### src/source/tpu_data_pkg.sv
`default_nettype none

package tpu_data_pkg;

    // ========================================
    // element and accumulator types
    // ========================================
    typedef logic [7:0] elem_t;     // unsigned weight / input element

    // 20 bits holds 4 products of 255 x 255 without overflow
    // a grid wider than 4 needs a wider accumulator here
    typedef logic [19:0] acc_t;

    // ========================================
    // addressing
    // ========================================
    typedef logic [7:0] addr_t;     // row address, all three banks

    localparam int MEM_DEPTH = 256; // rows per bank

endpackage

`default_nettype wire
### src/source/tpu_host_pkg.sv
`default_nettype none

package tpu_host_pkg;

    import tpu_data_pkg::*;

    // banks see their addressing through this package
    export tpu_data_pkg::addr_t;
    export tpu_data_pkg::MEM_DEPTH;

    // bank write port, row data travels beside it
    typedef struct packed {
        logic  en;
        addr_t addr;
    } host_wr_t;

    // registered read request
    typedef struct packed {
        logic  en;
        addr_t addr;
    } host_rd_t;

    // ========================================
    // command strobes and run setup
    // ========================================
    typedef struct packed {
        logic       fill_fifo;      // weight mem -> fifo
        logic       drain_fifo;     // fifo -> array
        logic       active;         // start a compute run
        logic [7:0] num_rows;       // 1..255
        addr_t      weight_base;
        addr_t      input_base;
        addr_t      output_base;
    } tpu_cmd_t;

    // one-cycle completion pulses
    typedef struct packed {
        logic mem_to_fifo_done;
        logic fifo_to_arr_done;
        logic output_done;
    } tpu_status_t;

endpackage

`default_nettype wire

### src/source/memory_bank.sv
`timescale 1ns/1ps
`default_nettype none

module memory_bank
    import tpu_host_pkg::*;
#(
    parameter type row_t = logic [7:0]  // one full row per address
) (
    input  wire      clk,
    input  host_wr_t wr,
    input  row_t     wr_data,
    input  wire      rd_en,
    input  addr_t    rd_addr,
    output row_t     rd_data
);

    row_t mem [MEM_DEPTH];      // storage, no reset

    // ========================================
    // write port
    // ========================================
    always_ff @(posedge clk) begin
        if (wr.en) begin
            mem[wr.addr] <= wr_data;
        end
    end

    // registered read, holds last value when idle
    always_ff @(posedge clk) begin
        if (rd_en) begin
            rd_data <= mem[rd_addr];
        end
    end

    // read-during-write on one address has no defined order here
    a_no_rw_collide : assert property (
        @(posedge clk) !(wr.en && rd_en && (wr.addr == rd_addr))
    ) else $error("memory_bank: write and read hit address %0h together", rd_addr);

endmodule

`default_nettype wire

### config.mk
export PLATFORM = sky130hd
export DESIGN_NAME = memory_bank
export DESIGN_NICKNAME = d
export VERILOG_FILES = /design/src/source/tpu_data_pkg.sv /design/src/source/tpu_host_pkg.sv /design/src/source/memory_bank.sv
export SDC_FILE = /design/constraint.sdc
export NUM_CORES = 2
export LEC_CHECK = 0
export ABC_AREA = 1
export BUFFER_PORTS_ARGS = -buffer_cell sky130_fd_sc_hd__buf_4
export CELL_PAD_IN_SITES_DETAIL_PLACEMENT = 1
export CELL_PAD_IN_SITES_GLOBAL_PLACEMENT = 2
export CORE_ASPECT_RATIO = 1.1
export CORE_MARGIN = 2
export CORE_UTILIZATION = 45
export CTS_CLUSTER_SIZE = 40
export DETAILED_ROUTE_END_ITERATION = 8
export GPL_TIMING_DRIVEN = 1
export PLACE_DENSITY = 0.9
export SLEW_MARGIN = 30
export SYNTH_ARGS = -nofsm -noshare
export SYNTH_HDL_FRONTEND = slang
export SYNTH_SLANG_ARGS = --single-unit
### constraint.sdc
create_clock -name clk -period 2.8 [get_ports clk]
set_input_delay 0.14 -clock clk [delete_from_list [all_inputs] [get_ports clk]]
set_output_delay 0.14 -clock clk [all_outputs]
set_load 0.02 [all_outputs]
==> qor.yml <==
clocking:
  cts_max_path_buffers: 3
  post_cts_resized: 0
  cts_tree: "done"
  clkLatencyLatePin_ps: 880
  ctsHoldBuffers: 10
  cts_root_buf: "clkbuf_16"
  cts_setup_buffers: 0
  clkSlewWorstSetupHoldPaths_ps: 60
  cts_sinks: 2056
  cts-htree-levels: 4
  numCtsBuffers: 202
drt:
  vias: 58300
  vias_per_cell: 5.95
  drt_iter0_markers: 5918
  ant_nets: 0
  wirelength_mm: 265
  wire_per_inst_um: 27.1
  route.detailed.drc: 0
  firstDrtPassIters: 5
die:
  die_y_um: 456
  core.rowCount: 165
  dieArea_um2: 189000
  io_pins: 35
  core-area_um2: 184000
  start_util_pct: 45.3
  die_x_um: 415
critical_path:
  crit_type: "in2reg"
  end_kind: "flop"
  slowest_delay_ps: 380
  r2r-end: "rd_data[2]$_DFFE_PP_"
  r2r_cells: 10
  cp.required_ps: 3540
  r2r-start: "mem[65][2]$_DFFE_PP_"
  critPathSlowestCell: "nand3_1"
  rrSetupSlack_ps: 600
  crit_buf_inv: 5
  cp_max_fo: 54
  critPathLaunchType: "input pin"
  critPathArrivalTime_ps: 3010
  path_common_cell: "nand3_1"
  crit_chain: "buf_8 -> inv_16 -> buf_12 -> buf_12 -> buf_4 -> nand2_1 -> nand3_1 -> nand3_1 -> nand3_1 -> nand3_1 -> nand3_1 -> nand3_1 -> nand2_1 -> nand2_1 -> nand2_1"
  path_delay_family: "simple AND/OR/NAND/NOR gates"
logic_synthesis:
  synth_area_um2: 83500
  synth_seq_cells: 2056
  synth-seq-area-share_pct: 74.0
  yosysTopAreaCell: "edfxtp_1"
  yosysUniqueCellTypes: 13
  postSynthCellCount: 7003
  syn_nets: 7030
  syn_avg_cell_area_um2: 11.9
  yosysWarnings: 0
  synth_top_area_share_pct: 74.0
  yosys-top-cells-area: "edfxtp_1 (74%), nand3_1 (12%), nand2_1 (9.5%)"
timing:
  max_clock_freq_ghz: 0.439
  rsz0062_at_grt: "no"
  final_hold_viol_count: 0
  fin_skew_ps: 38.3
  post-route-period-util_pct: 81.3
  fin_crit_ps: 2280
  slew_headroom_pct: 30.7
  worst_pin_slew_ps: 1040
  whs_ps: 58.5
  totalNegativeSetupSlack_ps: 0
  finalMaxSlewViolations: 0
  setup_viol: 0
min_path:
  hp-start: "wr[8]"
  min_path_type: "in2reg"
  hold_path_end: "mem[183][5]$_DFFE_PP_"
  whs_path_depth: 3
global_routing:
  grt-ovfl-total: 0
  antenna_found_initial: 8
  grt_pass1_vias: 61500
  grt_use_total_pct: 27.7
  grt_max_degree: 106
  grt_pass1_wl_mm: 394
power_and_ir_drop:
  ir_drop_mv: 0.646
  leakagePower_nw: 33.6
  powerDensity_nw_per_um2: 680
run:
  cap_violations: 0
final_layout:
  fill_cells: 18800
  drive_gt1_share_pct: 10.4
  nNetsFinal: 7246
  utilization_pct: 51.7
  layout.cells.non_filler: 9805
  area_growth_pct: 14.1
placement:
  dpl.cell_count: 9426
  hpwl_mm: 162
  place_congestion: 0.855
  portBuffers: 34
run_status:
  status: "finished clean"
placed cells by master (no fill, tap or decap):
cell,count
buf_12,83
dlygate4sd3_1,10
buf_6,1
clkinv_4,4
buf_4,390
nand3_1,2019
nand2_1,2119
nand2_2,4
clkbuf_1,52
inv_8,2
clkinvlp_4,5
inv_4,1
inv_16,4
inv_1,34
edfxtp_1,2056
nor2_1,283
clkbuf_16,205
inv_2,1
clkinv_8,5
bufinv_16,13
clkinv_2,31
buf_8,11
inv_6,3
clkinv_16,1
diode_2,3
clkinv_1,44
worst min-delay path, stage by stage:
cell and delay, ps:
buf_4 200, nand2_1 170, nor2_1 200
layer usage:
metal	vias up	global-route usage, %	part of all wire [%]
met5	-	0	0.021
met4	8	15.1	5.6
met3	661	4.27	7.0
met2	2499	47.3	50
met1	29900	33.8	37
li1	25300	-	-
report_power, final:
group          switching [mW]  internal (mW)
sequential             0.0405           33.9
combinational            3.19           1.09
clock                    11.8           14.6
total                    15.1           49.7
stage by stage:
| step | power, mW | instance area, um2 | setup slack (ps) |
|---|---|---|---|
| global route | 66.3 | 95300 | 470 |
| finish | 64.8 | 95300 | 523 |
| detailed placement | 38.8 | 88900 | -200 |
| floorplan | 36.7 | 83500 | 1170 |
| global placement | 38.6 | 88900 | -152 |
| CTS | 64.9 | 95300 | 647 |
state kept, by name, summed over array words and instances (netlist names):
signal   flops
mem       2048
rd_data      8
cell families (layout without fill, tap and decap cells):
family,after synthesis,in the layout,synth area share (%)
other,0,3,0
buffers and inverters,522,900,3.12
flip-flops,2056,2056,74.0
AND/OR/NAND/NOR,4425,4425,22.9
cell usage after synthesis, drive strengths merged:
cell type / instances
nand2: 2123
clkbuf: 112
buf: 371
nor2: 283
inv: 39
edfxtp: 2056
nand3: 2019
area by class of cell:
cell class	count	area, um2	area share [%]
inverters	39	180	0.189
multi-input cells	4425	19100	20.1
well taps	2421	3030	3.18
repair buffers	495	4870	5.11
diodes	3	7.51	0.00788
clock inverters	109	981	1.03
clock buffers	257	5330	5.59
flip-flops and latches	2056	61700	64.8
worst max path at each step:
stage | end | start | cells after the start | slack [ps]
floorplan | mem[162][0]$_DFFE_PP_ | wr[8] | 4 | 1170
global placement | rd_data[0]$_DFFE_PP_ | rd_addr[0] | 15 | -150
detailed placement | rd_data[0]$_DFFE_PP_ | rd_addr[0] | 15 | -200
CTS | rd_data[2]$_DFFE_PP_ | mem[71][2]$_DFFE_PP_ | 10 | 650
global route | rd_data[3]$_DFFE_PP_ | rd_addr[0] | 15 | 470
finish | rd_data[3]$_DFFE_PP_ | rd_addr[0] | 15 | 520
Power figures use the tool's default switching activity.
