### config.mk
export PLATFORM = sky130hd
export DESIGN_NAME = weight_fifo
export DESIGN_NICKNAME = d
export VERILOG_FILES = /design/src/source/tpu_data_pkg.sv /design/src/source/weight_fifo.sv
export SDC_FILE = /design/constraint.sdc
export NUM_CORES = 1
export LEC_CHECK = 0
export BUFFER_PORTS_ARGS = -buffer_cell sky130_fd_sc_hd__buf_2
export CAP_MARGIN = 20
export CELL_PAD_IN_SITES_DETAIL_PLACEMENT = 1
export CELL_PAD_IN_SITES_GLOBAL_PLACEMENT = 2
export CORE_MARGIN = 2
export CORE_UTILIZATION = 30
export CTS_CLUSTER_DIAMETER = 200
export CTS_CLUSTER_SIZE = 20
export DETAILED_ROUTE_END_ITERATION = 10
export PLACE_DENSITY_LB_ADDON = 0.1
export SLEW_MARGIN = 20
export SYNTH_ARGS = -nofsm -noshare
export SYNTH_HDL_FRONTEND = slang
export SYNTH_SLANG_ARGS = --single-unit
### constraint.sdc
create_clock -name clk -period 1.8 [get_ports clk]
set_input_delay 0.09 -clock clk [delete_from_list [all_inputs] [get_ports clk]]
set_output_delay 0.09 -clock clk [all_outputs]
set_load 0.05 [all_outputs]
### src/source/tpu_data_pkg.sv
`default_nettype none

package tpu_data_pkg;

    // ========================================
    // element and accumulator types
    // ========================================
    typedef logic [7:0] elem_t;     // unsigned weight / input element

    // 20 bits holds 4 products of 255 x 255 without overflow
    // a grid wider than 4 needs a wider accumulator here
    typedef logic [19:0] acc_t;

    // ========================================
    // addressing
    // ========================================
    typedef logic [7:0] addr_t;     // row address, all three banks

    localparam int MEM_DEPTH = 256; // rows per bank

endpackage

`default_nettype wire
### src/source/weight_fifo.sv
`timescale 1ns/1ps
`default_nettype none

module weight_fifo
    import tpu_data_pkg::*;
#(
    parameter int WIDTH_HEIGHT = 4
) (
    input  wire                      clk,
    input  wire                      rst_n,
    input  wire                      push,
    input  elem_t [WIDTH_HEIGHT-1:0] push_row,
    input  wire                      drain_fifo,  // strobe
    output elem_t [WIDTH_HEIGHT-1:0] pop_row,     // head, oldest row
    output logic                     shift,       // drain active, also to array
    output logic                     done         // fifo_to_arr_done
);

    localparam int CNT_W = $clog2(WIDTH_HEIGHT + 1);

    elem_t [WIDTH_HEIGHT-1:0] chain_q [WIDTH_HEIGHT];  // [0] tail ... [WH-1] head
    logic  [CNT_W-1:0]        left_q;

    assign pop_row = chain_q[WIDTH_HEIGHT-1];

    // ========================================
    // shift chain
    // ========================================
    always_ff @(posedge clk or negedge rst_n) begin
        if (!rst_n) begin
            for (int k = 0; k < WIDTH_HEIGHT; k++) begin
                chain_q[k] <= '0;
            end
        end else if (push || shift) begin
            chain_q[0] <= push ? push_row : '0;     // drain back-fills zeros
            for (int k = 1; k < WIDTH_HEIGHT; k++) begin
                chain_q[k] <= chain_q[k-1];
            end
        end
    end

    // drain counter, WIDTH_HEIGHT shift cycles then done
    always_ff @(posedge clk or negedge rst_n) begin
        if (!rst_n) begin
            shift  <= 1'b0;
            left_q <= '0;
            done   <= 1'b0;
        end else begin
            done <= shift && (left_q == '0);
            if (drain_fifo) begin
                shift  <= 1'b1;
                left_q <= CNT_W'(WIDTH_HEIGHT - 1);
            end else if (shift) begin
                if (left_q == '0) shift <= 1'b0;
                else              left_q <= left_q - 1'b1;
            end
        end
    end

    a_push_vs_shift : assert property (
        @(posedge clk) disable iff (!rst_n) !(push && shift)
    ) else $error("weight_fifo: fill and drain overlap");

endmodule

`default_nettype wire

==> out/metrics.yaml <==
regArea_um2: 3330
io_buffers: 69
ant_nets: 0
synth_area_um2: 5640
syn_to_final_growth_pct: 21.3
slew_headroom: 0.665
r2r_setup_slack_ps: 280
critPathLaunchType: "register"
grt_pass1_vias: 3203
vias: 2793
hold_path_class: "input pin to async pin"
ioPinCount: 70
grt_max_degree: 57
die_h_um: 141
required_ps: 2090
clock-skew-final_ps: 8.20
power_density_nw_per_um2: 1270
utilization: 0.368
die-area_um2: 19900
multiInputGateArea_um2: 1810
grt_overflow: 0
nets: 448
worstPathArrival_ps: 1810
cts_setup_buffers: 0
insertion_delay_ps: 410
ff2ff_path_depth: 4
drive_above_1_share: 0.485
hold_violations: 0
cp.depth: 4
setup_violations: 0
cap_violations: 0
final.period_utilization: 0.844
clockBufferDepth: 2
ir_worst_vdd_v: 0.000633
synth_cells: 330
syn_nets: 368
cpMostUsedCell: "buf_12"
coreArea_um2: 18600
worst_slew_pin_slew_ps: 497
regToRegStartpoint: "shift$_DFF_PN0_"
rsz0062_at_grt: "false"
yosysSeqAreaShare: 0.590
dp_hpwl_um: 6220
n_antenna_cell: 0
path_delay_family: "flip-flops"
crit_type: "register to register"
period_needed_ps: 1520
status: "finished, final reports clean"
clock-sinks: 133
dieWidth_um: 141
via_per_inst: 4.26
gp_congestion: 0.632
cp-end-kind: "register"
power.leakage_nw: 3.28
crit_path_start: "shift$_DFF_PN0_"
critPathMaxStageDelay_ps: 430
antenna_found_initial: 0
crit_buf_inv: 2
start_util: 0.303
drc_errors: 0
numCtsBuffers: 17
wire_per_inst_um: 15.6
grt_pass1_wl_um: 17500
r2r-end: "chain_q[63]$_DFFE_PN0P_"
path_clk_slew_ps: 60
firstDrtPassIters: 4
cp_max_fo: 28
worst_path_max_delay_cell: "dfrtp_1"
clock.fmax_ghz: 0.658
path_cells: "nor2_4 > buf_12 > buf_12 > mux2_2"
critPathCapture: "chain_q[63]$_DFFE_PN0P_"
cts_tree: "done"
synth_cell_types: 18
finalSetupTns_ps: 0
fillers: 1887
wl_um: 10200
synth_area_per_cell_um2: 17.1
root_buffer: "clkbuf_16"
drt_iter0_drc: 133
row_count: 50
htree_levels: 4
ys_ff_latch: 133
grt.total_usage: 0.115
report.final.slew_viol_count: 0
ys_warn_count: 0
## per-layer routing
| metal | wire (µm) | vias up | GRT usage |
|---|---|---|---|
| met5 | 0 | - | 0 |
| met4 | 138 | 0 | 0.0411 |
| met3 | 431 | 11 | 0.0459 |
| met2 | 4700 | 43 | 0.170 |
| met1 | 4920 | 1453 | 0.153 |
| li1 | - | 1286 | - |
## Yosys cell counts
library cell	count	area, µm²
a22o_1	32	280
buf_12	10	200
buf_4	36	270
buf_6	1	11.3
clkbuf_1	3	11.3
dfrtp_1	133	3330
ha_1	2	25.0
inv_1	3	11.3
mux2_2	8	90.1
mux2_4	88	1320
mux2i_1	3	30.0
nand2_1	1	3.75
nand2b_1	1	6.26
nor2_1	5	18.8
nor2_4	1	11.3
nor2b_1	1	6.26
nor3b_1	1	7.51
o21ai_0	1	5.00
## kinds of logic (layout without fill, tap and decap cells)
| group | Yosys count | in the layout | share of synthesized area |
|---|---|---|---|
| flip-flops | 133 | 133 | 0.590 |
| multiplexers | 99 | 99 | 0.256 |
| buffers and inverters | 53 | 144 | 0.0894 |
| AO/OA/AOI/OAI | 33 | 33 | 0.0506 |
| AND/OR/NAND/NOR | 10 | 10 | 0.00954 |
| adder cells (fa/ha/maj) | 2 | 2 | 0.00444 |
## repair_timing
item,in CTS,in global routing
hold buffers,34,0
gates resized for setup,0,0
endpoints found under the hold margin,168,0
## per-stage QoR
step	power [W]	instance area, µm²	instances	setup WS, ps	hold WS, ps
after floorplan	0.00522	5640	330	280	-206
after global placement	0.00538	5940	591	310	-13.4
after detailed placement	0.00541	5940	591	276	-9.58
after CTS	0.00886	6840	655	266	106
after global routing	0.00915	6840	655	162	141
final	0.00870	6840	655	281	113
## power breakdown
group / leakage [nW] / switching [W] / total (W) / internal, W
clock network: 0.280 / 0.00123 / 0.00331 / 0.00207
logic: 1.30 / 0.000972 / 0.00176 / 0.000788
registers: 1.70 / 0.000233 / 0.00363 / 0.00339
## area by class of cell
cell class              count  share of cell area
repair buffers            111               0.123
inverters                   3             0.00165
flip-flops and latches    133               0.487
clock buffers              19              0.0662
multi-input cells         144               0.264
well taps                 234              0.0428
clock inverters            11              0.0161
## sequential cells by signal, indices dropped and copies added (netlist names)
signal and cells:
chain_q 96, pop_row 32, left_q 3, done 1, shift 1
## worst min-delay path by stage
stage | start | depth (start not counted) | end
6_report | rst_n | 2 | chain_q[119]$_DFFE_PN0P_
2_1_floorplan | rst_n | 0 | chain_q[100]$_DFFE_PN0P_
4_1_cts | rst_n | 2 | pop_row[23]$_DFFE_PN0P_
3_3_place_gp | rst_n | 1 | chain_q[119]$_DFFE_PN0P_
3_5_place_dp | rst_n | 1 | pop_row[23]$_DFFE_PN0P_
5_1_grt | rst_n | 2 | chain_q[119]$_DFFE_PN0P_
## cells in the final DEF (no fill, tap or decap), types with 2 or more instances in the layout
| cell | Yosys | routed |
|---|---|---|
| clkinv_2 | 0 | 7 |
| bufinv_16 | 0 | 2 |
| nor2_1 | 5 | 5 |
| dlygate4sd3_1 | 0 | 34 |
| mux2_2 | 8 | 8 |
| a22o_1 | 32 | 32 |
| ha_1 | 2 | 2 |
| mux2i_1 | 3 | 3 |
| clkinvlp_4 | 0 | 2 |
| mux2_4 | 88 | 88 |
| buf_12 | 10 | 7 |
| buf_2 | 0 | 68 |
| clkbuf_8 | 0 | 2 |
| dfrtp_1 | 133 | 133 |
| inv_1 | 3 | 3 |
| clkbuf_16 | 0 | 17 |
No activity file was read; power rests on OpenSTA's default activity.
