### src/source/tpu_data_pkg.sv
`default_nettype none

package tpu_data_pkg;

    // ========================================
    // element and accumulator types
    // ========================================
    typedef logic [7:0] elem_t;     // unsigned weight / input element

    // 20 bits holds 4 products of 255 x 255 without overflow
    // a grid wider than 4 needs a wider accumulator here
    typedef logic [19:0] acc_t;

    // ========================================
    // addressing
    // ========================================
    typedef logic [7:0] addr_t;     // row address, all three banks

    localparam int MEM_DEPTH = 256; // rows per bank

endpackage

`default_nettype wire
### src/source/systolic_array.sv
`timescale 1ns/1ps
`default_nettype none

module systolic_array
    import tpu_data_pkg::*;
#(
    parameter int WIDTH_HEIGHT = 4
) (
    input  wire                      clk,
    input  wire                      rst_n,
    input  wire                      w_shift,   // load weights top-down
    input  elem_t [WIDTH_HEIGHT-1:0] w_row,
    input  wire                      in_valid,
    input  elem_t [WIDTH_HEIGHT-1:0] in_row,
    output logic                     out_valid,
    output acc_t  [WIDTH_HEIGHT-1:0] out_row
);

    localparam int N = WIDTH_HEIGHT;

    elem_t a_edge [N];          // skewed inputs at the left edge
    elem_t a_q    [N][N-1];     // input passed right
    acc_t  ps_q   [N][N];       // partial sum passed down
    elem_t w_q    [N][N];       // stationary weights
    logic  [2*N-1:0] vld_q;     // valid ladder

    // ========================================
    // input skew with row i delayed i cycles
    // ========================================
    for (genvar gi = 0; gi < N; gi++) begin : g_skew
        if (gi == 0) begin : g_d
            assign a_edge[gi] = in_row[gi];
        end else begin : g_d
            elem_t sr_q [gi];
            always_ff @(posedge clk) begin
                sr_q[0] <= in_row[gi];
                for (int k = 1; k < gi; k++) begin
                    sr_q[k] <= sr_q[k-1];
                end
            end
            assign a_edge[gi] = sr_q[gi-1];
        end
    end

    // ========================================
    // PE grid
    // ========================================
    for (genvar gi = 0; gi < N; gi++) begin : g_row
        for (genvar gj = 0; gj < N; gj++) begin : g_pe
            elem_t a_in;
            acc_t  ps_in;
            elem_t w_in;

            if (gj == 0) begin : g_a
                assign a_in = a_edge[gi];
            end else begin : g_a
                assign a_in = a_q[gi][gj-1];
            end

            if (gi == 0) begin : g_top
                assign ps_in = '0;              // no bias
                assign w_in  = w_row[gj];       // from fifo head
            end else begin : g_top
                assign ps_in = ps_q[gi-1][gj];
                assign w_in  = w_q[gi-1][gj];
            end

            always_ff @(posedge clk or negedge rst_n) begin
                if (!rst_n)       w_q[gi][gj] <= '0;
                else if (w_shift) w_q[gi][gj] <= w_in;
            end

            always_ff @(posedge clk) begin
                ps_q[gi][gj] <= ps_in + a_in * w_q[gi][gj];    // full 20-bit sum
            end

            // last column has no right neighbour
            if (gj < N - 1) begin : g_pass
                always_ff @(posedge clk) begin
                    a_q[gi][gj] <= a_in;
                end
            end
        end
    end

    // deskew delays column j by N-j so every column lands at 2N
    for (genvar gj = 0; gj < N; gj++) begin : g_deskew
        acc_t dq [N-gj];
        always_ff @(posedge clk) begin
            dq[0] <= ps_q[N-1][gj];
            for (int k = 1; k < N - gj; k++) begin
                dq[k] <= dq[k-1];
            end
        end
        assign out_row[gj] = dq[N-gj-1];
    end

    always_ff @(posedge clk or negedge rst_n) begin
        if (!rst_n) vld_q <= '0;
        else        vld_q <= {vld_q[2*N-2:0], in_valid};
    end

    assign out_valid = vld_q[2*N-1];

endmodule

`default_nettype wire

### config.mk
export PLATFORM = sky130hd
export DESIGN_NAME = systolic_array
export DESIGN_NICKNAME = d
export VERILOG_FILES = /design/src/source/tpu_data_pkg.sv /design/src/source/systolic_array.sv
export SDC_FILE = /design/constraint.sdc
export NUM_CORES = 2
export LEC_CHECK = 0
export BUFFER_PORTS_ARGS = -buffer_cell sky130_fd_sc_hd__buf_2
export CORE_ASPECT_RATIO = 1.5
export CORE_MARGIN = 1.5
export CORE_UTILIZATION = 50
export CTS_CLUSTER_SIZE = 10
export DETAILED_ROUTE_END_ITERATION = 12
export PLACE_DENSITY = 0.69
export SLEW_MARGIN = 40
export SYNTH_ARGS = -nofsm -noshare
export SYNTH_HDL_FRONTEND = slang
export SYNTH_SLANG_ARGS = --single-unit
### constraint.sdc
create_clock -name clk -period 5.5 [get_ports clk]
set_clock_uncertainty 0.2 [all_clocks]
set_input_delay 1.1 -clock clk [delete_from_list [all_inputs] [get_ports clk]]
set_output_delay 1.1 -clock clk [all_outputs]
set_load 0.03 [all_outputs]
==> metrics.cfg <==
[detailed_routing]
drt_first_pass_iters = 7
wl_per_cell_um = 14.7
vias = 38135
drc = 0
avgViaCountPerCell = 5.01
postRouteAntennaNets = 0
routed_wl_mm = 112
drtIter0Drc = 1200

[logic_synthesis]
synth_edf_count = 0
syn_nets = 7332
ys_ff_latch = 772
yosys.area.top_type = fa_1
synth_cell_types = 74
ys_seq_area_share_pct = 27.6
synth_flop_cell = dfxtp_1
synth.area.top_cells = fa_1 26%, dfxtp_1 22%, ha_1 13%, inv_1 9.0%, and2_1 6.5%
synth_top_family_by_area = adder cells
ys_warn_count = 0
ys_top_cells_by_count = 1404 x inv_1, 748 x fa_1, 636 x dfxtp_1
synth_top_area_share_pct = 25.6
postSynthCellCount = 5888
synthAdderAreaFrac_pct = 39.1
avgSynthCellArea_um2 = 9.92
synthMuxAreaShare_pct = 2.57
synth.most_common_cell = inv_1
async_reset_ff_share_pct = 17.6
synth_compound_area_share_pct = 5.58
synth-simple-area-share_pct = 12.4
syn_area_um2 = 58400
synth_xor_area_share_pct = 2.60

[final_layout]
area_delta_synth_final_pct = 8.57
drive_gt1_share_pct = 6.69
num_antenna_cells = 0
stdcell_count = 7617
finalNetCount = 7452

[hold_path]
min_from = g_deskew[0].dq[1][19]
hold_class = reg -> reg

[die]
ios = 149
die-height_um = 422
core_um2 = 116000
num_rows = 153
start_util_pct = 50.4
die_x_um = 282
dieArea_um2 = 119000

[placed_design]
place.port_buffers = 148
gp_congestion = 0.837
dp_cells = 7463
hpwl_mm = 89.9

[clock_tree]
numCtsBuffers = 93
cts_tree = yes
insertion_delay_ns = 0.71
cts_sinks = 772
hold_buffers = 0
cts-root-buf = clkbuf_16
clockBufferDepth = 3
clk_pin_slew_ns = 0.05
post-cts-setup-buffers = 0
cts_resized = 0
ctsHtreeMaxLevel = 3

[timing]
fin_crit_ns = 4.91
fmax_mhz = 204
slew_headroom_pct = 47.4
grt_setup_unrepaired = false
tightest_slew_ns = 0.789
tns_ns = 0
setup_violations = 0
period_share_pct = 89.2
drv_slew = 0
hold_viol = 0

[global_routing]
track_usage_pct = 20.2
grt_pass1_wl_mm = 196
grt_max_degree = 83
antenna_found_initial = 0
grt_overflow_total = 0
grt_pass1_vias = 42249

[worst_setup_path]
slowest_delay_ns = 0.57
critPathLaunchType = flop
rr_startpoint = g_row[2].g_pe[1].w_in[0]
cp_common_cell = fa_1
crit_type = reg -> reg
cp-end-kind = flop
cp.required_ns = 5.91
crit_path_cell_trace = nand2_1 -> fa_1 -> inv_1 -> fa_1 -> fa_1 -> inv_1 -> fa_1 -> inv_1 -> ha_1 -> o21a_1 -> o31a_1 -> nor3_1 -> o31ai_1 -> a211oi_1 -> o21bai_1
worst_path_max_delay_cell = dfrtp_1
cp_data_arrival_time_ns = 5.32
worstPathMaxFanout = 10
cp-startpoint = g_row[2].g_pe[1].w_in[0]

[run]
cap_violations = 0

[status]
outcome = complete, no violations

==> kinds of logic (layout without fill, tap and decap cells) <==
group / after synthesis / after routing
xor+xnor: 173 / 173
simple gates: 1409 / 1409
fa+ha+maj: 1376 / 1376
flops: 772 / 772
buf+inv: 1533 / 1712
mux: 134 / 134
compound gates: 491 / 491
==> flip-flops by register name (all words and copies together) (netlist names) <==
register and flops:
a_q 96, ps_q 292, g_skew.g_d.sr_q 48, g_deskew.dq 200, w_q 32, vld_q 8
g_row.g_pe.w_in 96
==> cell type report <==
type / instances / area, um2
Clock buffer: 132 / 2500
Clock inverter: 22 / 390
Fill cell: 10286 / 52400
Inverter: 1404 / 5270
Multi-Input combinational cell: 3583 / 36300
Sequential cell: 772 / 16100
Tap cell: 1550 / 1940
Timing Repair Buffer: 154 / 805
==> per-layer routing <==
layer	vias to the layer above	GRT usage, %	share of wire (%)
li1	18127	-	-
met1	19181	20.6	37
met2	545	40.1	56
met3	282	2.31	2.7
met4	0	9.22	4.2
met5	-	0	0
==> layout by cell type, fill, tap and decap left out, types with 7 or more instances in the layout <==
cell and count:
a21oi_1 147, nand2_1 496, a21o_1 53, o211ai_1 11, a31oi_1 16, a211o_1 9, nand4_1 14, nand3_1 31
fa_1 748, o31a_1 12, clkbuf_1 36, dfxtp_1 636, or3_1 10, nand3b_1 7, nand2b_1 17, a211oi_1 25
o31ai_1 8, o21ai_1 29, o21a_1 38, clkinv_2 8, mux2_2 128, inv_1 1404, o21bai_1 23, nor3_1 38
dfrtp_1 136, clkbuf_16 93, and2_1 610, nor2b_1 33, o21ai_0 52, buf_2 146, and3_1 18, xnor2_1 121
ha_1 628, nor2_1 113, o2111ai_1 7, xor2_1 52
==> path summary, 6_finish.rpt <==
path                                            end  slack (ns)  cells after the start
hold / removal                g_deskew[0].dq[2][19]        0.12                      0
hold reg to reg               g_deskew[0].dq[2][19]        0.12                      0
min in group asynchronous  g_row[3].g_pe[0].w_in[5]        0.20                      1
max in group asynchronous  g_row[3].g_pe[3].w_in[7]        3.81                      2
setup / recovery                        ps_q[1][57]        0.59                     15
setup reg to reg                        ps_q[1][57]        0.59                     15
==> per-stage QoR <==
stage          hold WS, ns  util [%]  area, um2  setup WS (ns)
6_report             0.118      54.7      63400          0.591
5_1_grt              0.120      54.7      63400          0.296
4_1_cts              0.121      54.7      63400          0.572
3_5_place_dp         0.112      52.2      60500          0.234
3_3_place_gp         0.110      52.2      60500          0.274
2_1_floorplan        0.110         -      58400          0.678
==> critical path: cells and delay by family (launching register included) <==
kind | cells | cell delay [ns]
adders and majority gates | 5 | 2.39
AOI/OAI and AO/OA | 5 | 1.30
and+or+nand+nor | 2 | 0.22
DFF | 1 | 0.57
buffers and inverters | 3 | 0.15
Power is not shown: default switching activity piles up to over one toggle a cycle in this logic, so the estimate is an artifact.
