`src/source/tpu_data_pkg.sv`:
```
`default_nettype none

package tpu_data_pkg;

    // ========================================
    // element and accumulator types
    // ========================================
    typedef logic [7:0] elem_t;     // unsigned weight / input element

    // 20 bits holds 4 products of 255 x 255 without overflow
    // a grid wider than 4 needs a wider accumulator here
    typedef logic [19:0] acc_t;

    // ========================================
    // addressing
    // ========================================
    typedef logic [7:0] addr_t;     // row address, all three banks

    localparam int MEM_DEPTH = 256; // rows per bank

endpackage

`default_nettype wire
```
`src/source/tpu_host_pkg.sv`:
```
`default_nettype none

package tpu_host_pkg;

    import tpu_data_pkg::*;

    // banks see their addressing through this package
    export tpu_data_pkg::addr_t;
    export tpu_data_pkg::MEM_DEPTH;

    // bank write port, row data travels beside it
    typedef struct packed {
        logic  en;
        addr_t addr;
    } host_wr_t;

    // registered read request
    typedef struct packed {
        logic  en;
        addr_t addr;
    } host_rd_t;

    // ========================================
    // command strobes and run setup
    // ========================================
    typedef struct packed {
        logic       fill_fifo;      // weight mem -> fifo
        logic       drain_fifo;     // fifo -> array
        logic       active;         // start a compute run
        logic [7:0] num_rows;       // 1..255
        addr_t      weight_base;
        addr_t      input_base;
        addr_t      output_base;
    } tpu_cmd_t;

    // one-cycle completion pulses
    typedef struct packed {
        logic mem_to_fifo_done;
        logic fifo_to_arr_done;
        logic output_done;
    } tpu_status_t;

endpackage

`default_nettype wire

```
`src/source/matmul_sequencer.sv`:
```
`timescale 1ns/1ps
`default_nettype none

module matmul_sequencer
    import tpu_data_pkg::*;
    import tpu_host_pkg::*;
#(
    parameter int WIDTH_HEIGHT = 4
) (
    input  wire      clk,
    input  wire      rst_n,
    input  tpu_cmd_t cmd,
    input  wire      res_valid,     // out_valid from array
    output logic     rd_en,         // to input mem
    output addr_t    rd_addr,
    output logic     row_valid,     // in_valid to array
    output host_wr_t wr,            // output mem write port
    output logic     done           // output_done
);

    logic [7:0] rd_left_q;          // reads remaining after current one
    logic [7:0] wr_cnt_q;           // results written so far
    logic [7:0] num_q;
    addr_t      out_base_q;
    logic       running_q;
    logic       last_wr;

    assign last_wr = res_valid && (wr_cnt_q == num_q - 1'b1);

    // result lands at base + running count
    assign wr.en   = res_valid;
    assign wr.addr = out_base_q + wr_cnt_q;

    // ========================================
    // read side
    // ========================================
    always_ff @(posedge clk or negedge rst_n) begin
        if (!rst_n) begin
            rd_en     <= 1'b0;
            rd_addr   <= '0;
            rd_left_q <= '0;
            row_valid <= 1'b0;
        end else begin
            row_valid <= rd_en;                 // bank returns data next cycle
            if (cmd.active) begin
                rd_en     <= 1'b1;
                rd_addr   <= cmd.input_base;
                rd_left_q <= cmd.num_rows - 1'b1;
            end else if (rd_en) begin
                if (rd_left_q == '0) begin
                    rd_en <= 1'b0;
                end else begin
                    rd_left_q <= rd_left_q - 1'b1;
                    rd_addr   <= rd_addr + 1'b1;
                end
            end
        end
    end

    // ========================================
    // write side and completion
    // ========================================
    always_ff @(posedge clk or negedge rst_n) begin
        if (!rst_n) begin
            wr_cnt_q   <= '0;
            num_q      <= '0;
            out_base_q <= '0;
            running_q  <= 1'b0;
            done       <= 1'b0;
        end else begin
            done <= last_wr;
            if (cmd.active) begin
                wr_cnt_q   <= '0;
                num_q      <= cmd.num_rows;
                out_base_q <= cmd.output_base;
                running_q  <= 1'b1;
            end else if (res_valid) begin
                wr_cnt_q <= wr_cnt_q + 1'b1;
                if (last_wr) running_q <= 1'b0;
            end
        end
    end

    a_no_restart : assert property (
        @(posedge clk) disable iff (!rst_n) cmd.active |-> !running_q
    ) else $error("matmul_sequencer: active strobe during a run");

endmodule

`default_nettype wire

```
`config.mk`:
```
export PLATFORM = sky130hd
export DESIGN_NAME = matmul_sequencer
export DESIGN_NICKNAME = d
export VERILOG_FILES = /design/src/source/tpu_data_pkg.sv /design/src/source/tpu_host_pkg.sv /design/src/source/matmul_sequencer.sv
export SDC_FILE = /design/constraint.sdc
export NUM_CORES = 1
export LEC_CHECK = 0
export BUFFER_PORTS_ARGS = -buffer_cell sky130_fd_sc_hd__buf_2
export CORE_ASPECT_RATIO = 0.7
export CORE_MARGIN = 2
export CORE_UTILIZATION = 58
export DETAILED_ROUTE_END_ITERATION = 8
export PLACE_DENSITY = 0.85
export REMOVE_ABC_BUFFERS = 1
export SLEW_MARGIN = 20
export SYNTH_ARGS = -nofsm -noshare
export SYNTH_HDL_FRONTEND = slang
export SYNTH_SLANG_ARGS = --single-unit
```
`constraint.sdc`:
```
create_clock -name clk -period 4.4 [get_ports clk]
set_input_delay 0.66 -clock clk [delete_from_list [all_inputs] [get_ports clk]]
set_output_delay 0.66 -clock clk [all_outputs]
set_load 0.01 [all_outputs]
```
==> summary.md <==
| Metric | Value |
|---|---|
| Initial drt markers | 159 |
| Die Footprint | 5034 um^2 |
| Grt total ovfl | 0 |
| Cells along the critical path | ha_1, inv_1, fa_1, nor2b_1, o21ai_0, a21boi_0, or4b_2, nand4_1, buf_2 |
| Pin count of the biggest net entering global routing | 44 |
| Most common cell after layout, fill and taps aside | buf_2 |
| Worst Path Required | 3.74 ns |
| Syn. warnings | 0 |
| # nets final | 359 |
| Die Y | 59.97 um |
| Vias in the first global route | 1878 |
| CTS H-Tree Depth | 2 |
| CTS tree | done |
| Switching share of power | 0.3153 |
| Asr flop ratio synth | 1.000 |
| Hold Crit Class | in2async |
| Vias | 2041 |
| Routed wl met2 | 2362 um |
| Final wirelength | 5110 um |
| Worst path max stage delay | 0.63 ns |
| Worst Path Buf+Inv | 2 |
| Clock buffer count from CTS | 5 |
| Status | complete, no violations |
| Antenna cell count | 0 |
| Clk_lat worst skew | 0.30 ns |
| Final critical-path required period | 3.258 ns |
| Post-Layout Cell Count | 365 |
| Distinct cells, synth | 38 |
| Met3 WL post-DR | 247 um |
| Reg area | 1076 um^2 |
| Seq cells post-synth | 43 |
| Global-route wire length before repair | 8562 um |
| Switching Power | 0.3020 mW |
| Clk root buf | clkbuf_8 |
| RSZ-0062 raised after global routing | no |
| Area of the multi-input gates | 1435 um^2 |
| Die width | 83.95 um |
| Seq/Total Area, Yosys | 0.4147 |
| # fillers | 360 |
| Fin. max-slew vios | 0 |
| Drt wl/cell | 14.00 um |
| Layout cells sized above 1 | 0.2419 |
| Final worst slack | 1.142 ns |
| Cell Pwr Density | 325.8 nW/um^2 |
| Mapped cell area | 2595 um^2 |
| Pint | 0.6559 mW |
| Post-synthesis cell count | 265 |
| Peak fanout along the critical path | 5 |
| Drc violations | 0 |
| Total of max-cap violations | 0 |
| Setup WS pre-CTS | 1.505 ns |
| DP Cell Count | 357 |
| Highest Clock Rate | 307.0 MHz |
| Routed Antenna Nets | 0 |
| Final hold vios | 0 |
| Clock sinks | 43 |
| Average size of a mapped cell | 9.792 um^2 |
| Comb pwr share | 0.233 |
| Post CTS Setup Buffer Count | 0 |
| RePlAce Congestion | 0.8573 |
| Initial antenna violation count | 0 |
| Via/cell ratio | 5.592 |
| R2r endpoint | rd_addr[7] |
| Top Ports | 58 |
| Hold_ws | 0.4960 ns |
| Max Buffers Root-to-Sink | 2 |
| Most frequent cells in the layout | buf_2 (47), dfrtp_1 (43), nand2_1 (26) |
| Max-slew headroom | 0.3678 |
| Post-synth EDFFs | 0 |
| Area growth syn-to-layout | 13.31% |
| 1st-pass router iterations | 4 |
| Hold buffers post-CTS | 0 |
| Peak supply drop | 0.2503 mV |
| Reg power frac | 0.508 |
| DP HPWL | 3736 um |
| Row cnt | 20 |
| Worst Setup Path Type | reg2out |
| Tightest Pin Transition | 0.9483 ns |
| R2R cell count | 5 |
| Core area | 4329 um^2 |
| Top routing layer in use | met4 |
| R2R Path Start | rd_left_q[5] |
| Cell family with most CP delay | simple AND/OR/NAND/NOR gates |
| Total Neg Setup Slack | 0 ns |
| Worst R2R Setup Slack | 2.46 ns |
| Initial core utilization | 0.5994 |
| Crit start category | register |
| CP Capture Type | primary output |
| Post-CTS sizing | 0 |
| Met1 wire length | 2454 um |
| Crit path DAT | 2.60 ns |
| Setup violators final | 0 |
| Clock-pin slew on the worst setup and hold paths | 0.08 ns |
| I/O Buffers | 47 |
| Lkg Pwr | 1.316 nW |
| GRT Overall Usage | 0.2210 |
| CP max-delay cell | or4b_2 |
| Top FF cell, synth | dfrtp_1 |
| Final Cycle Share | 0.7404 |
| Clock power share | 0.259 |
| Clock skew | 0.005938 ns |
[logic make-up (layout without fill, tap and decap cells)]
family          Yosys count  in the layout  share of synthesized area
fa+ha+maj                12             12                    0.06075
simple gates             89             89                     0.1731
xor+xnor                 41             41                     0.1384
buf+inv                  20             65                    0.03230
compound gates           37             37                    0.08535
mux                      23             23                    0.09547
flops                    43             43                     0.4147
[metrics by stage]
stage	utilization	power (mW)	cell area (um^2)
6_report	0.6792	0.9580	2940
3_5_place_dp	0.6598	0.7177	2856
3_3_place_gp	0.6598	0.7071	2856
5_1_grt	0.6792	1.013	2940
2_1_floorplan	-	0.6321	2545
4_1_cts	0.6792	0.9636	2940
[synthesized netlist by cell type (all sizes together), types with 2 or more instances]
cell | instances | area [um^2]
a21oi | 8 | 40.04
buf | 5 | 27.53
clkbuf | 6 | 22.52
dfrtp | 43 | 1076
ha | 11 | 137.6
inv | 9 | 33.78
mux2 | 14 | 157.7
mux2i | 9 | 90.09
nand2 | 26 | 97.59
nand2b | 2 | 12.51
nand3 | 4 | 20.02
nand3b | 2 | 15.01
nand4 | 6 | 37.54
nor2 | 23 | 86.33
nor3 | 9 | 45.04
nor3b | 3 | 22.52
nor4 | 4 | 31.28
o21a | 2 | 15.01
o21ai | 19 | 106.4
o22ai | 3 | 18.77
or3 | 3 | 18.77
or4 | 2 | 22.52
xnor2 | 22 | 192.7
xor2 | 19 | 166.4
[worst max-delay path by stage]
stage | startpoint | end | slack (ns) | depth (start not counted)
after CTS | wr_cnt_q[0] | wr[6] | 1.14 | 9
after global placement | wr_cnt_q[0] | wr[6] | 1.53 | 9
after floorplan | wr_cnt_q[0] | wr[6] | 1.77 | 8
final | wr_cnt_q[0] | wr[6] | 1.14 | 9
after detailed placement | wr_cnt_q[0] | wr[6] | 1.51 | 9
after global routing | wr_cnt_q[0] | wr[6] | 0.95 | 9
[routing by layer]
layer / global-route usage / vias up
li1: - / 1000
met1: 0.2971 / 979
met2: 0.3554 / 56
met3: 0.04282 / 6
met4: 0.1014 / 0
met5: 0 / -
[area by class of cell]
| cell class | instances | share of cell area |
|---|---|---|
| tap | 55 | 0.02340 |
| clock buffer | 5 | 0.02340 |
| sequential | 43 | 0.3660 |
| multi-input combinational | 202 | 0.4881 |
| clock inverter | 3 | 0.005106 |
| inverter | 9 | 0.01149 |
| timing repair buffer | 48 | 0.08255 |
[state kept, by name, indices dropped and copies added, names as in the netlist]
signal,cells
out_base_q,8
rd_addr,8
num_q,8
done,1
rd_en,1
row_valid,1
rd_left_q,8
wr_cnt_q,8
[power by group through the flow]
stage | logic, mW | clock network [mW] | registers (mW)
2_1_floorplan | 0.145 | 0 | 0.487
3_3_place_gp | 0.215 | 0 | 0.492
3_5_place_dp | 0.224 | 0 | 0.494
4_1_cts | 0.224 | 0.253 | 0.487
5_1_grt | 0.252 | 0.267 | 0.494
6_report | 0.223 | 0.248 | 0.487
(Power assumes the default switching activity.)
