<file path="src/source/tpu_data_pkg.sv">
`default_nettype none

package tpu_data_pkg;

    // ========================================
    // element and accumulator types
    // ========================================
    typedef logic [7:0] elem_t;     // unsigned weight / input element

    // 20 bits holds 4 products of 255 x 255 without overflow
    // a grid wider than 4 needs a wider accumulator here
    typedef logic [19:0] acc_t;

    // ========================================
    // addressing
    // ========================================
    typedef logic [7:0] addr_t;     // row address, all three banks

    localparam int MEM_DEPTH = 256; // rows per bank

endpackage

`default_nettype wire
</file>
<file path="src/source/weight_loader.sv">
`timescale 1ns/1ps
`default_nettype none

module weight_loader
    import tpu_data_pkg::*;
#(
    parameter int WIDTH_HEIGHT = 4
) (
    input  wire   clk,
    input  wire   rst_n,
    input  wire   fill_fifo,    // strobe
    input  addr_t weight_base,
    output logic  rd_en,        // to weight mem
    output addr_t rd_addr,
    output logic  push,         // to fifo, data is rd_data of weight mem
    output logic  done          // mem_to_fifo_done
);

    localparam int CNT_W = $clog2(WIDTH_HEIGHT + 1);

    logic [CNT_W-1:0] left_q;   // reads remaining after current one
    logic             busy;

    assign busy = rd_en | push;

    // ========================================
    // descending read walk
    // ========================================
    always_ff @(posedge clk or negedge rst_n) begin
        if (!rst_n) begin
            rd_en   <= 1'b0;
            rd_addr <= '0;
            left_q  <= '0;
        end else if (fill_fifo) begin
            rd_en   <= 1'b1;
            rd_addr <= weight_base + addr_t'(WIDTH_HEIGHT - 1);   // top row first
            left_q  <= CNT_W'(WIDTH_HEIGHT - 1);
        end else if (rd_en) begin
            if (left_q == '0) begin
                rd_en <= 1'b0;                  // base row was the last read
            end else begin
                left_q  <= left_q - 1'b1;
                rd_addr <= rd_addr - 1'b1;
            end
        end
    end

    // push trails the read by the bank latency, done follows last push
    always_ff @(posedge clk or negedge rst_n) begin
        if (!rst_n) begin
            push <= 1'b0;
            done <= 1'b0;
        end else begin
            push <= rd_en;
            done <= push & ~rd_en;
        end
    end

    a_no_refill : assert property (
        @(posedge clk) disable iff (!rst_n) fill_fifo |-> !busy
    ) else $error("weight_loader: fill_fifo while a fill is running");

endmodule

`default_nettype wire

</file>
<file path="config.mk">
export PLATFORM = sky130hd
export DESIGN_NAME = weight_loader
export DESIGN_NICKNAME = d
export VERILOG_FILES = /design/src/source/tpu_data_pkg.sv /design/src/source/weight_loader.sv
export SDC_FILE = /design/constraint.sdc
export NUM_CORES = 1
export LEC_CHECK = 0
export ABC_AREA = 1
export CAP_MARGIN = 20
export CELL_PAD_IN_SITES_DETAIL_PLACEMENT = 0
export CELL_PAD_IN_SITES_GLOBAL_PLACEMENT = 1
export CORE_MARGIN = 2
export CORE_UTILIZATION = 43
export CTS_BUF_LIST = sky130_fd_sc_hd__clkbuf_4 sky130_fd_sc_hd__clkbuf_8 sky130_fd_sc_hd__clkbuf_16
export DETAILED_ROUTE_END_ITERATION = 7
export DONT_BUFFER_PORTS = 1
export PLACE_DENSITY = 0.85
export SYNTH_ARGS = -nofsm -noshare
export SYNTH_HDL_FRONTEND = slang
export SYNTH_SLANG_ARGS = --single-unit
export TNS_END_PERCENT = 100
</file>
<file path="constraint.sdc">
create_clock -name clk -period 1.5 [get_ports clk]
set_input_delay 0.075 -clock clk [delete_from_list [all_inputs] [get_ports clk]]
set_output_delay 0.075 -clock clk [all_outputs]
set_load 0.02 [all_outputs]
</file>
==> run summary, run 1 <==
Final ANT Viol Nets: 0
worst skew pair latency: 290 ps
Netlist cell types: 22
crit path kind: reg2reg
Die Footprint: 2460 µm²
post-synthesis compound-gate area fraction: 9.93%
Diodes inserted: 0
count of warnings emitted by yosys: 0
Filler cells: 204
clock transition at the registers of the reported paths: 90 ps
Tightest Pin Transition: 627 ps
clk sinks: 14
WL final: 1.94 mm
CP arrival: 1530 ps
Avg Vias per Cell: 4.86
Hold EP: rd_addr[4]
fin cells: 162
Initial DRC Count: 19
total track usage: 18.8%
DRC: 0
global-route wire length before repair: 3.49 mm
largest family of logic cells by synthesized area: simple AND/OR/NAND/NOR gates
Final Cycle Share: 89.9%
flop2flop setup slack: 150 ps
Vias: 788
share of cells above drive strength 1: 14.1%
failing checks: hold timing
Pwr per Cell Area: 1530 nW/µm²
Max Clock Skew: 7.24 ps
vias in the first global route: 809
worst vdd ir: 502 µV
dpl cells: 156
simple-gate area share of the yosys netlist: 34.4%
WHS Path Cells: 3
final worst slack: 152 ps
Adder-Cell Fraction of Synth Area: 5.59%
largest net degree at the start of global routing: 15
Crit. End Element: register
Post-synth EDFFs: 0
hold path startpoint: fill_fifo
Final Hold Viols: 2
Gate Count Post-Synth: 122
R2R cell count: 8
router iterations before antenna repair: 4
Congestion Overflow GR: 0
relative slew slack: 58.1%
worst slack, placed: 171 ps
reg2reg start: left_q[0]
post-synthesis mux area share: 0%
Post-Syn Area per Cell: 7.33 µm²
critical path required time: 1680 ps
Synth Register Bits: 14
CTS tree: built
Die W: 49.6 µm
Synth Cell Area: 895 µm²
die height: 49.6 µm
IO Count: 22
Root Buffer: clkbuf_4
worst min-delay path class: in2reg
Longest Clk Path Bufs: 2
Hold WS: -7.65 ps
min cycle time layout: 1350 ps
post-synthesis sequential area ratio: 39.2%
post-DP HPWL: 1.50 mm
maxcap violations: 0
status: complete, but fails checks
Initial Utilization: 45.6%
CP Max Fanout: 8
Final setup viols: 0
Final Max Slew Viols: 0
Net count, final: 151
GPL Wtd Cong: 0.857
maximum clock frequency: 742 MHz
Synth Flop Type: dfrtp_1
XOR/XNOR Fraction of Synth Area: 1.96%
Port Buffer Count: 0
CTS Buf Count: 3
wire length per cell: 12.0 µm
asr flop ratio synth: 100%
Power, Total: 1590 µW
antenna violations before repair: 0
R2R Path End: rd_addr[7]
core area: 1960 µm²
Worst setup SP type: register
H-tree levels: 1
Layout Utilization: 53.3%
Post-Synthesis Net Count: 137
area grow syn2layout: 16.8%
Site Rows: 16
LEAKAGE: 0.000530 µW
## metal layers
layer	vias to the layer above	global-route usage (%)	share of wire (%)
met5	-	0	0
met4	0	11.1	2.0
met3	4	3.03	5.7
met2	32	30.9	46
met1	333	22.9	46
li1	419	-	-
## Yosys cell counts, types with 2 or more instances
| cell type | n | area, µm² |
|---|---|---|
| nand4_1 | 3 | 18.8 |
| a21oi_1 | 5 | 25.0 |
| nor2_1 | 13 | 48.8 |
| ha_1 | 4 | 50.1 |
| o21ai_0 | 6 | 30.0 |
| nand2_1 | 30 | 113 |
| inv_4 | 2 | 12.5 |
| nand3_1 | 14 | 70.1 |
| inv_1 | 18 | 67.6 |
| dfrtp_1 | 14 | 350 |
| nand2_2 | 2 | 12.5 |
## worst max-delay path by stage
stage,startpoint,end,slack [ps],cells past startpoint
2_1_floorplan,left_q[0],rd_addr[7],280,8
3_3_place_gp,left_q[0],rd_addr[7],200,8
3_5_place_dp,left_q[0],rd_addr[7],170,8
4_1_cts,left_q[0],rd_addr[7],140,8
5_1_grt,left_q[0],rd_addr[7],-10,8
6_report,left_q[0],rd_addr[7],150,8
## timing repair
item	CTS	global route
setup endpoints to repair	0	1
gates resized for setup	0	2
hold endpoints to repair	21	0
buffers inserted	0	0
hold buffers	2	0
## area by class of cell
class / instances / area (µm²) / share of cell area, %
clock buffers: 4 / 36.3 / 3.47
inverters: 20 / 80.1 / 7.66
multi-input cells: 88 / 472 / 45.1
flip-flops and latches: 14 / 350 / 33.5
well taps: 27 / 33.8 / 3.23
repair buffers: 9 / 72.6 / 6.95
## stage by stage
stage | TNS, ps | area, µm²
5_1_grt | -14.9 | 1040
3_5_place_dp | 0 | 981
6_report | 0 | 1040
2_1_floorplan | 0 | 895
3_3_place_gp | 0 | 981
4_1_cts | 0 | 1040
## registers in the layout, summed over array words and instances, names as in the netlist
name,flops
done,1
left_q,3
push,1
rd_addr,8
rd_en,1
## cells by family (layout without fill, tap and decap cells)
family	after synthesis	in the layout
AND/OR/NAND/NOR	66	66
adder cells (fa/ha/maj)	4	4
AO/OA/AOI/OAI	16	16
flip-flops	14	14
XOR/XNOR	2	2
buffers and inverters	20	33
## critical path: stages (launching register included)
cell and delay [ps]:
dfrtp_1 330, inv_1 70, ha_1 200, nand2_1 110
nand2_4 100, nor2_4 210, nand2_1 90, nor2_2 90
nor2_2 40
## layout by cell type (no fill, tap or decap), drive strengths merged
master,count
a31oi,1
nand2,33
nand3b,1
clkbuf,4
ha,4
o21ai,7
dfrtp,14
dlygate4sd3,2
nand4,3
nand3,14
a22oi,1
xnor2,1
nor2,15
xor2,1
a21oi,5
o21bai,1
o211ai,1
inv,20
buf,7
## where the power goes
part	internal [µW]	switching [µW]	total [µW]
Clock	148	128	277
Sequential	495	108	604
Combinational	262	453	714
Note: power is estimated with default switching activity, not from simulation.
==> run 2, diff against run 1 <==
--- a/config.mk
+++ b/config.mk
@@ -10,11 +10,11 @@
 export CELL_PAD_IN_SITES_DETAIL_PLACEMENT = 0
 export CELL_PAD_IN_SITES_GLOBAL_PLACEMENT = 1
 export CORE_MARGIN = 2
-export CORE_UTILIZATION = 43
+export CORE_UTILIZATION = 38
 export CTS_BUF_LIST = sky130_fd_sc_hd__clkbuf_4 sky130_fd_sc_hd__clkbuf_8 sky130_fd_sc_hd__clkbuf_16
 export DETAILED_ROUTE_END_ITERATION = 7
 export DONT_BUFFER_PORTS = 1
-export PLACE_DENSITY = 0.85
+export PLACE_DENSITY = 0.8
 export SYNTH_ARGS = -nofsm -noshare
 export SYNTH_HDL_FRONTEND = slang
 export SYNTH_SLANG_ARGS = --single-unit
==> constraint.sdc (replaced) <==
create_clock -name clk -period 1.1 [get_ports clk]
set_input_delay 0.055 -clock clk [delete_from_list [all_inputs] [get_ports clk]]
set_output_delay 0.055 -clock clk [all_outputs]
set_load 0.02 [all_outputs]
==> run summary, run 2 (synthesis gave the netlist of run 1 again) <==
status: complete, but fails checks
failing checks: setup timing
Diodes inserted: 0 (unchanged)
most frequent CP cell: nand3_2
H-tree levels: 1 (unchanged)
Pwr per Cell Area: 2010 nW/µm² (+32%)
Max Clock Skew: 5.57 ps (-1.67 ps)
Die Footprint: 2760 µm² (+12%)
clk sinks: 14 (unchanged)
fin cells: 187 (+15%)
Crit. End Element: register
die height: 52.5 µm (+5.9%)
Final setup viols: 10 (+10)
worst min-delay path class: in2reg
max FFs per register: 8 (unchanged)
Site Rows: 17 (+1)
clock transition at the registers of the reported paths: 90 ps (about the same)
Final Cycle Share: 109% (+19 points)
area grow syn2layout: 50.6%
most frequent cells in the layout: nand2_1 (28), buf_4 (17), inv_1 (14)
GPL Wtd Cong: 0.804 (-6.3%)
CTS tree: built
Psw: 1130 µW (+64%)
Initial Utilization: 40.4% (-5.2 points)
Slowest-stage cell, CP: dfrtp_1
Net count, final: 175 (+16%)
Die W: 52.5 µm (+5.9%)
share of cells above drive strength 1: 30.8% (+17 points)
commonest non-fill, non-tap cell in the layout: nand2_1
maximum clock frequency: 832 MHz (+12%)
CTS Buf Count: 3 (unchanged)
CP arrival: 1440 ps (-90 ps)
wire length per cell: 11.8 µm (-1.4%)
clock power share: 14.0% (-3.3 points)
Avg Vias per Cell: 4.85 (-0.29%)
Vias: 907 (+15%)
RSZ-0062 raised after global routing: yes
Final Max Slew Viols: 0 (unchanged)
Port Buffer Count: 0 (unchanged)
CP max stage delay: 350 ps (+20 ps)
Longest Clk Path Bufs: 2 (unchanged)
Int Power: 1580 µW (+74%)
worst vdd ir: 1110 µV (+120%)
final worst slack: -102 ps (-254 ps)
WL final: 2.21 mm (+14%)
router iterations before antenna repair: 2 (-2)
DRC: 0 (unchanged)
Final ANT Viol Nets: 0 (unchanged)
worst skew pair latency: 290 ps (about the same)
post-DP HPWL: 1.55 mm (+2.9%)
IO Count: 22 (unchanged)
global-route wire length before repair: 3.62 mm (+3.8%)
vias in the first global route: 897 (+11%)
largest net degree at the start of global routing: 15 (unchanged)
CP Max Fanout: 5 (-3)
worst slack, placed: -146 ps (-316 ps)
Tightest Pin Transition: 647 ps (+20.5 ps)
critical path required time: 1340 ps (-340 ps)
Comb pwr share: 55.2% (+10 points)
Layout Utilization: 60.9% (+7.7 points)
Largest Register: rd_addr
maxcap violations: 0 (unchanged)
core area: 2210 µm² (+13%)
total track usage: 18.4% (-0.34 points)
Worst setup SP type: register
relative slew slack: 56.7% (-1.4 points)
biggest regs: rd_addr x8, left_q x3
dpl cells: 168 (+7.7%)
Initial DRC Count: 5 (-14)
worst-path cell chain: inv_2 -> ha_4 -> nand2_4 -> nand2_8 -> nor2_4 -> buf_6 -> nand3_2 -> nand3_2
Root Buffer: clkbuf_4
Sw Ratio: 41.7% (-1.5 points)
register share of total power: 30.8% (-7.1 points)
Final Hold Viols: 0 (-2)
antenna violations before repair: 0 (unchanged)
crit path kind: reg2reg
Congestion Overflow GR: 0 (unchanged)
min cycle time layout: 1200 ps (-146 ps)
LEAKAGE: 0.000642 µW (+21%)
run 2: cell count changes in the layout (fill, tap and decap cells not counted), moves of 3 or more:
cell           delta
dlygate4sd3_1    +11
buf_4            +10
nand3_2           +3
buf_6             +3
inv_2             +3
nand3_1           -3
inv_1             -4
run 2: repair_timing:
action | 4_1_cts | 5_1_grt
buffers inserted | 0 | 3
hold buffers | 13 | 0
endpoints found under the hold margin | 24 | 0
gates resized for setup | 3 | 11
pin swaps | 3 | 4
setup endpoints to repair | 11 | 11
run 2: worst paths after layout:
kind,slack [ps],depth (start not counted),to,startpoint
worst max-delay path,-100,8,rd_addr[2],left_q[1]
worst min-delay path,10,3,rd_addr[6],fill_fifo
worst max register to register,-100,8,rd_addr[2],left_q[1]
worst min register to register,590,2,left_q[2],left_q[2]
max in group asynchronous,420,1,rd_addr[1],rst_n
min in group asynchronous,220,1,push,rst_n
run 2: power by group through the flow:
stage / Clock, µW / Sequential [µW] / Combinational [µW]
5_1_grt: 415 / 856 / 1640
3_5_place_dp: 0 / 823 / 1260
6_report: 379 / 834 / 1500
2_1_floorplan: 0 / 976 / 621
3_3_place_gp: 0 / 820 / 1230
4_1_cts: 393 / 816 / 1320
run 2: worst max-delay path: cells and delay by family (launching register included):
family / cells / cell delay (ps)
adder cells (fa/ha/maj): 1 / 160
buffers and inverters: 2 / 200
flip-flops: 1 / 350
AND/OR/NAND/NOR: 5 / 440
run 2: routing by layer:
| metal | GRT usage, % | wire length (µm) | vias up |
|---|---|---|---|
| li1 | - | - | 471 |
| met5 | 0 | 0 | - |
| met3 | 2.86 | 77 | 8 |
| met2 | 33.5 | 1160 | 24 |
| met1 | 19.5 | 890 | 404 |
| met4 | 11.5 | 82 | 0 |
run 2: final cells by class:
type / instances / area [µm²]
timing repair buffer: 33 / 292
fill: 202 / 865
clock buffer: 4 / 36.3
tap: 28 / 35.0
sequential: 14 / 353
multi-input combinational: 88 / 549
inverter: 20 / 82.6
run 2: stage by stage:
stage	power [µW]	hold slack, ps	area (µm²)	setup TNS [ps]
after floorplan	1600	-241	935	-101
after global placement	2050	-240	1100	-292
after detailed placement	2080	-240	1100	-603
after CTS	2530	5.16	1280	-499
after global routing	2910	16.2	1350	-1490
final	2710	9.51	1350	-794
==> run 3, diff against run 2 <==
--- a/config.mk
+++ b/config.mk
@@ -5,16 +5,16 @@
 export SDC_FILE = /design/constraint.sdc
 export NUM_CORES = 1
 export LEC_CHECK = 0
-export ABC_AREA = 1
 export CAP_MARGIN = 20
 export CELL_PAD_IN_SITES_DETAIL_PLACEMENT = 0
 export CELL_PAD_IN_SITES_GLOBAL_PLACEMENT = 1
 export CORE_MARGIN = 2
-export CORE_UTILIZATION = 38
+export CORE_UTILIZATION = 41
 export CTS_BUF_LIST = sky130_fd_sc_hd__clkbuf_4 sky130_fd_sc_hd__clkbuf_8 sky130_fd_sc_hd__clkbuf_16
 export DETAILED_ROUTE_END_ITERATION = 7
 export DONT_BUFFER_PORTS = 1
-export PLACE_DENSITY = 0.8
+export PLACE_DENSITY = 0.81
+export REMOVE_ABC_BUFFERS = 1
 export SYNTH_ARGS = -nofsm -noshare
 export SYNTH_HDL_FRONTEND = slang
 export SYNTH_SLANG_ARGS = --single-unit
==> run summary, run 3 <==
Root Buffer: clkbuf_4
DP Area: 1010 µm² (-8.9%)
worst skew pair latency: 290 ps (about the same)
Synth Cell Area: 835 µm² (-6.7%)
clock power share: 13.1% (-0.9 points)
largest net degree at the start of global routing: 16 (+1)
most frequent cell after synthesis: dfrtp_1
H-tree levels: 1 (unchanged)
commonest non-fill, non-tap cell in the layout: buf_4
antenna violations before repair: 0 (unchanged)
Hold WS: -184 ps (-194 ps)
Layout Utilization: 60.4% (-0.48 points)
CTS Buf Count: 3 (unchanged)
register share of total power: 29.8% (-1.0 points)
Crit. End Element: register
worst-path cell chain: inv_2 -> ha_4 -> nor2b_4 -> nand3_1 -> xor2_1 -> mux2i_1
WHS Path Cells: 1 (-2)
Avg Vias per Cell: 4.92 (+1.4%)
flop2flop setup slack: -180 ps (-80 ps)
Initial DRC Count: 4 (-1)
clk sinks: 14 (unchanged)
Gate Count Post-Synth: 81 (-34%)
Post-Syn Area per Cell: 10.3 µm² (+41%)
LEAKAGE: 0.000523 µW (-18%)
asr flop ratio synth: 100% (unchanged)
critical path required time: 1280 ps (-60 ps)
CP arrival: 1460 ps (+20 ps)
Netlist cell types: 23 (+4.5%)
count of warnings emitted by yosys: 0 (unchanged)
Site Rows: 16 (-1)
Final Hold Viols: 12 (+12)
Longest Clk Path Bufs: 2 (unchanged)
Largest Register: rd_addr
Crit path max-delay family: flip-flops
clock transition at the registers of the reported paths: 90 ps (about the same)
most frequent cells in the layout: buf_4 (18), dfrtp_1 (11), xor2_1 (8)
wire length per cell: 13.7 µm (+16%)
Synth Register Bits: 14 (unchanged)
Max Clock Skew: 3.02 ps (-2.55 ps)
total track usage: 17.0% (-1.4 points)
area share of the largest cell type after synthesis: 42.0% (+2.8 points)
Post-synth top cells: dfrtp_1 (14), xor2_1 (8), nor2_1 (7), xnor2_1 (7)
router iterations before antenna repair: 4 (+2)
die height: 49.1 µm (-6.5%)
global-route wire length before repair: 3.08 mm (-15%)
leading area contributor after synthesis: dfrtp_1
core area: 1940 µm² (-12%)
Final Cycle Share: 116% (+7.1 points)
GPL Wtd Cong: 0.728 (-9.4%)
post-route cell area: 1170 µm² (-13%)
CP Max Fanout: 3 (-2)
Net count, final: 125 (-29%)
Levels on crit path: 6 (-2)
CP max stage delay: 450 ps (+100 ps)
worst path bufs/invs: 1 (-1)
crit path to: rd_addr[4]
Worst setup SP type: register
Vias: 669 (-26%)
R2R Path End: rd_addr[4]
GRT met1 Usage: 21.4% (+2.0 points)
relative slew slack: 58.4% (+1.7 points)
Tightest Pin Transition: 622 ps (-25.8 ps)
Hold-fix buffers, CTS: 2 (-11)
share of cells above drive strength 1: 41.3% (+10 points)
Int Power: 1830 µW (+16%)
min cycle time layout: 1280 ps (+77.8 ps)
Final ANT Viol Nets: 0 (unchanged)
DRC: 0 (unchanged)
Top Usage Layer GRT: met2
maximum clock frequency: 781 MHz (-6.1%)
Final Max Slew Viols: 0 (unchanged)
Die W: 49.1 µm (-6.5%)
Filler cells: 172 (-15%)
worst vdd ir: 1160 µV (+5.2%)
Post-synth EDFFs: 0 (unchanged)
IO Count: 22 (unchanged)
Initial Utilization: 43.0% (+2.5 points)
area grow syn2layout: 40.6%
maxcap violations: 0 (unchanged)
WL final: 1.86 mm (-16%)
Power, Total: 2970 µW (+9.6%)
Final setup viols: 12 (+2)
Slowest-stage cell, CP: dfrtp_2
CTS tree: built
R2R cell count: 6 (-2)
Synth Flop Type: dfrtp_1
final worst slack: -180 ps (-77.8 ps)
top cells by area, synth: dfrtp_1 (42%), xor2_1 (8.4%), xnor2_1 (7.3%), mux2i_1 (7.2%), ha_1 (6.0%)
Sw Ratio: 38.2% (-3.4 points)
GR Layer Usage met3: 4.91% (+2.1 points)
Comb pwr share: 57.1% (+1.9 points)
Congestion Overflow GR: 0 (unchanged)
reg2reg start: rd_addr[0]
Port Buffer Count: 0 (unchanged)
post-synthesis sequential area ratio: 42.0% (+2.8 points)
crit path kind: reg2reg
met2 Usage GRT: 26.8% (-6.7 points)
Die Footprint: 2410 µm² (-13%)
failing checks: hold timing, setup timing
RSZ-0062 raised after global routing: yes
biggest regs: rd_addr x8, left_q x3
Diodes inserted: 0 (unchanged)
Pwr per Cell Area: 2530 nW/µm² (+26%)
Worst setup startpoint: rd_addr[0]
post-DP HPWL: 1.29 mm (-17%)
vias in the first global route: 701 (-22%)
Psw: 1140 µW (+0.58%)
worst min-delay path class: in2reg
status: complete, but fails checks
max FFs per register: 8 (unchanged)
## run 3: changes by cell type after synthesis, sizes merged, moves of 2 or more
cell	before	now
nand2	33	5
inv	20	6
nand3	14	4
nor2	15	7
xor2	1	8
mux2i	0	6
xnor2	1	7
a21oi	5	0
nand2b	0	3
o21ai	7	4
and2b	0	2
buf	0	2
## run 3: per-layer routing
layer  vias up  wire length [µm]
met5         -                 0
met4         0                60
met3         8               103
met2        25               927
met1       310               768
li1        326                 -
## run 3: worst min path at each step
| stage | from | to | slack (ps) |
|---|---|---|---|
| CTS | fill_fifo | left_q[2] | -190 |
| detailed placement | rst_n | done | -240 |
| finish | fill_fifo | left_q[2] | -180 |
| global route | fill_fifo | left_q[2] | -190 |
| floorplan | rst_n | done | -240 |
| global placement | rst_n | done | -240 |
## run 3: logic make-up after synthesis
family	share of synthesized area, %
buffers and inverters	4.20
and+or+nand+nor	19.5
adders and majority gates	6.00
xor gates and xnor gates	15.7
muxes	7.20
DFF	42.0
AOI/OAI and AO/OA	5.40
## run 3: cell type report
class                      count  area (µm²)  area share [%]
multi-input combinational     59         504            43.0
sequential                    14         354            30.2
timing repair buffer          26         223            19.0
clock buffer                   4        36.3            3.09
tap                           27        33.8            2.88
inverter                       6        22.5            1.92
## run 3: metrics by stage
step / TNS, ps / setup slack [ps] / std cells
2_1_floorplan: -1840 / -303 / 79
3_3_place_gp: -2160 / -237 / 126
3_5_place_dp: -2620 / -283 / 126
4_1_cts: -1320 / -199 / 134
5_1_grt: -2070 / -231 / 136
6_report: -1400 / -180 / 136
## run 3: timing repair
item,in CTS,in global routing
endpoints found under the setup margin,12,15
hold endpoints to repair,26,12
resized for setup,19,5
pin swaps,9,6
setup buffers,2,3
## run 3: power groups by stage
stage / clock (µW) / sequential, µW / combinational (µW)
after floorplan: 0 / 1000 / 563
after global placement: 0 / 863 / 1240
after detailed placement: 0 / 869 / 1270
after CTS: 393 / 883 / 1550
after global routing: 414 / 904 / 1830
final: 389 / 884 / 1700
## run 3: worst register-to-register path, cell delays in order, from the launching register on
cell and delay, ps:
dfrtp_2 450, inv_2 90, ha_4 130, nor2b_4 140, nand3_1 100, xor2_1 170
mux2i_1 90
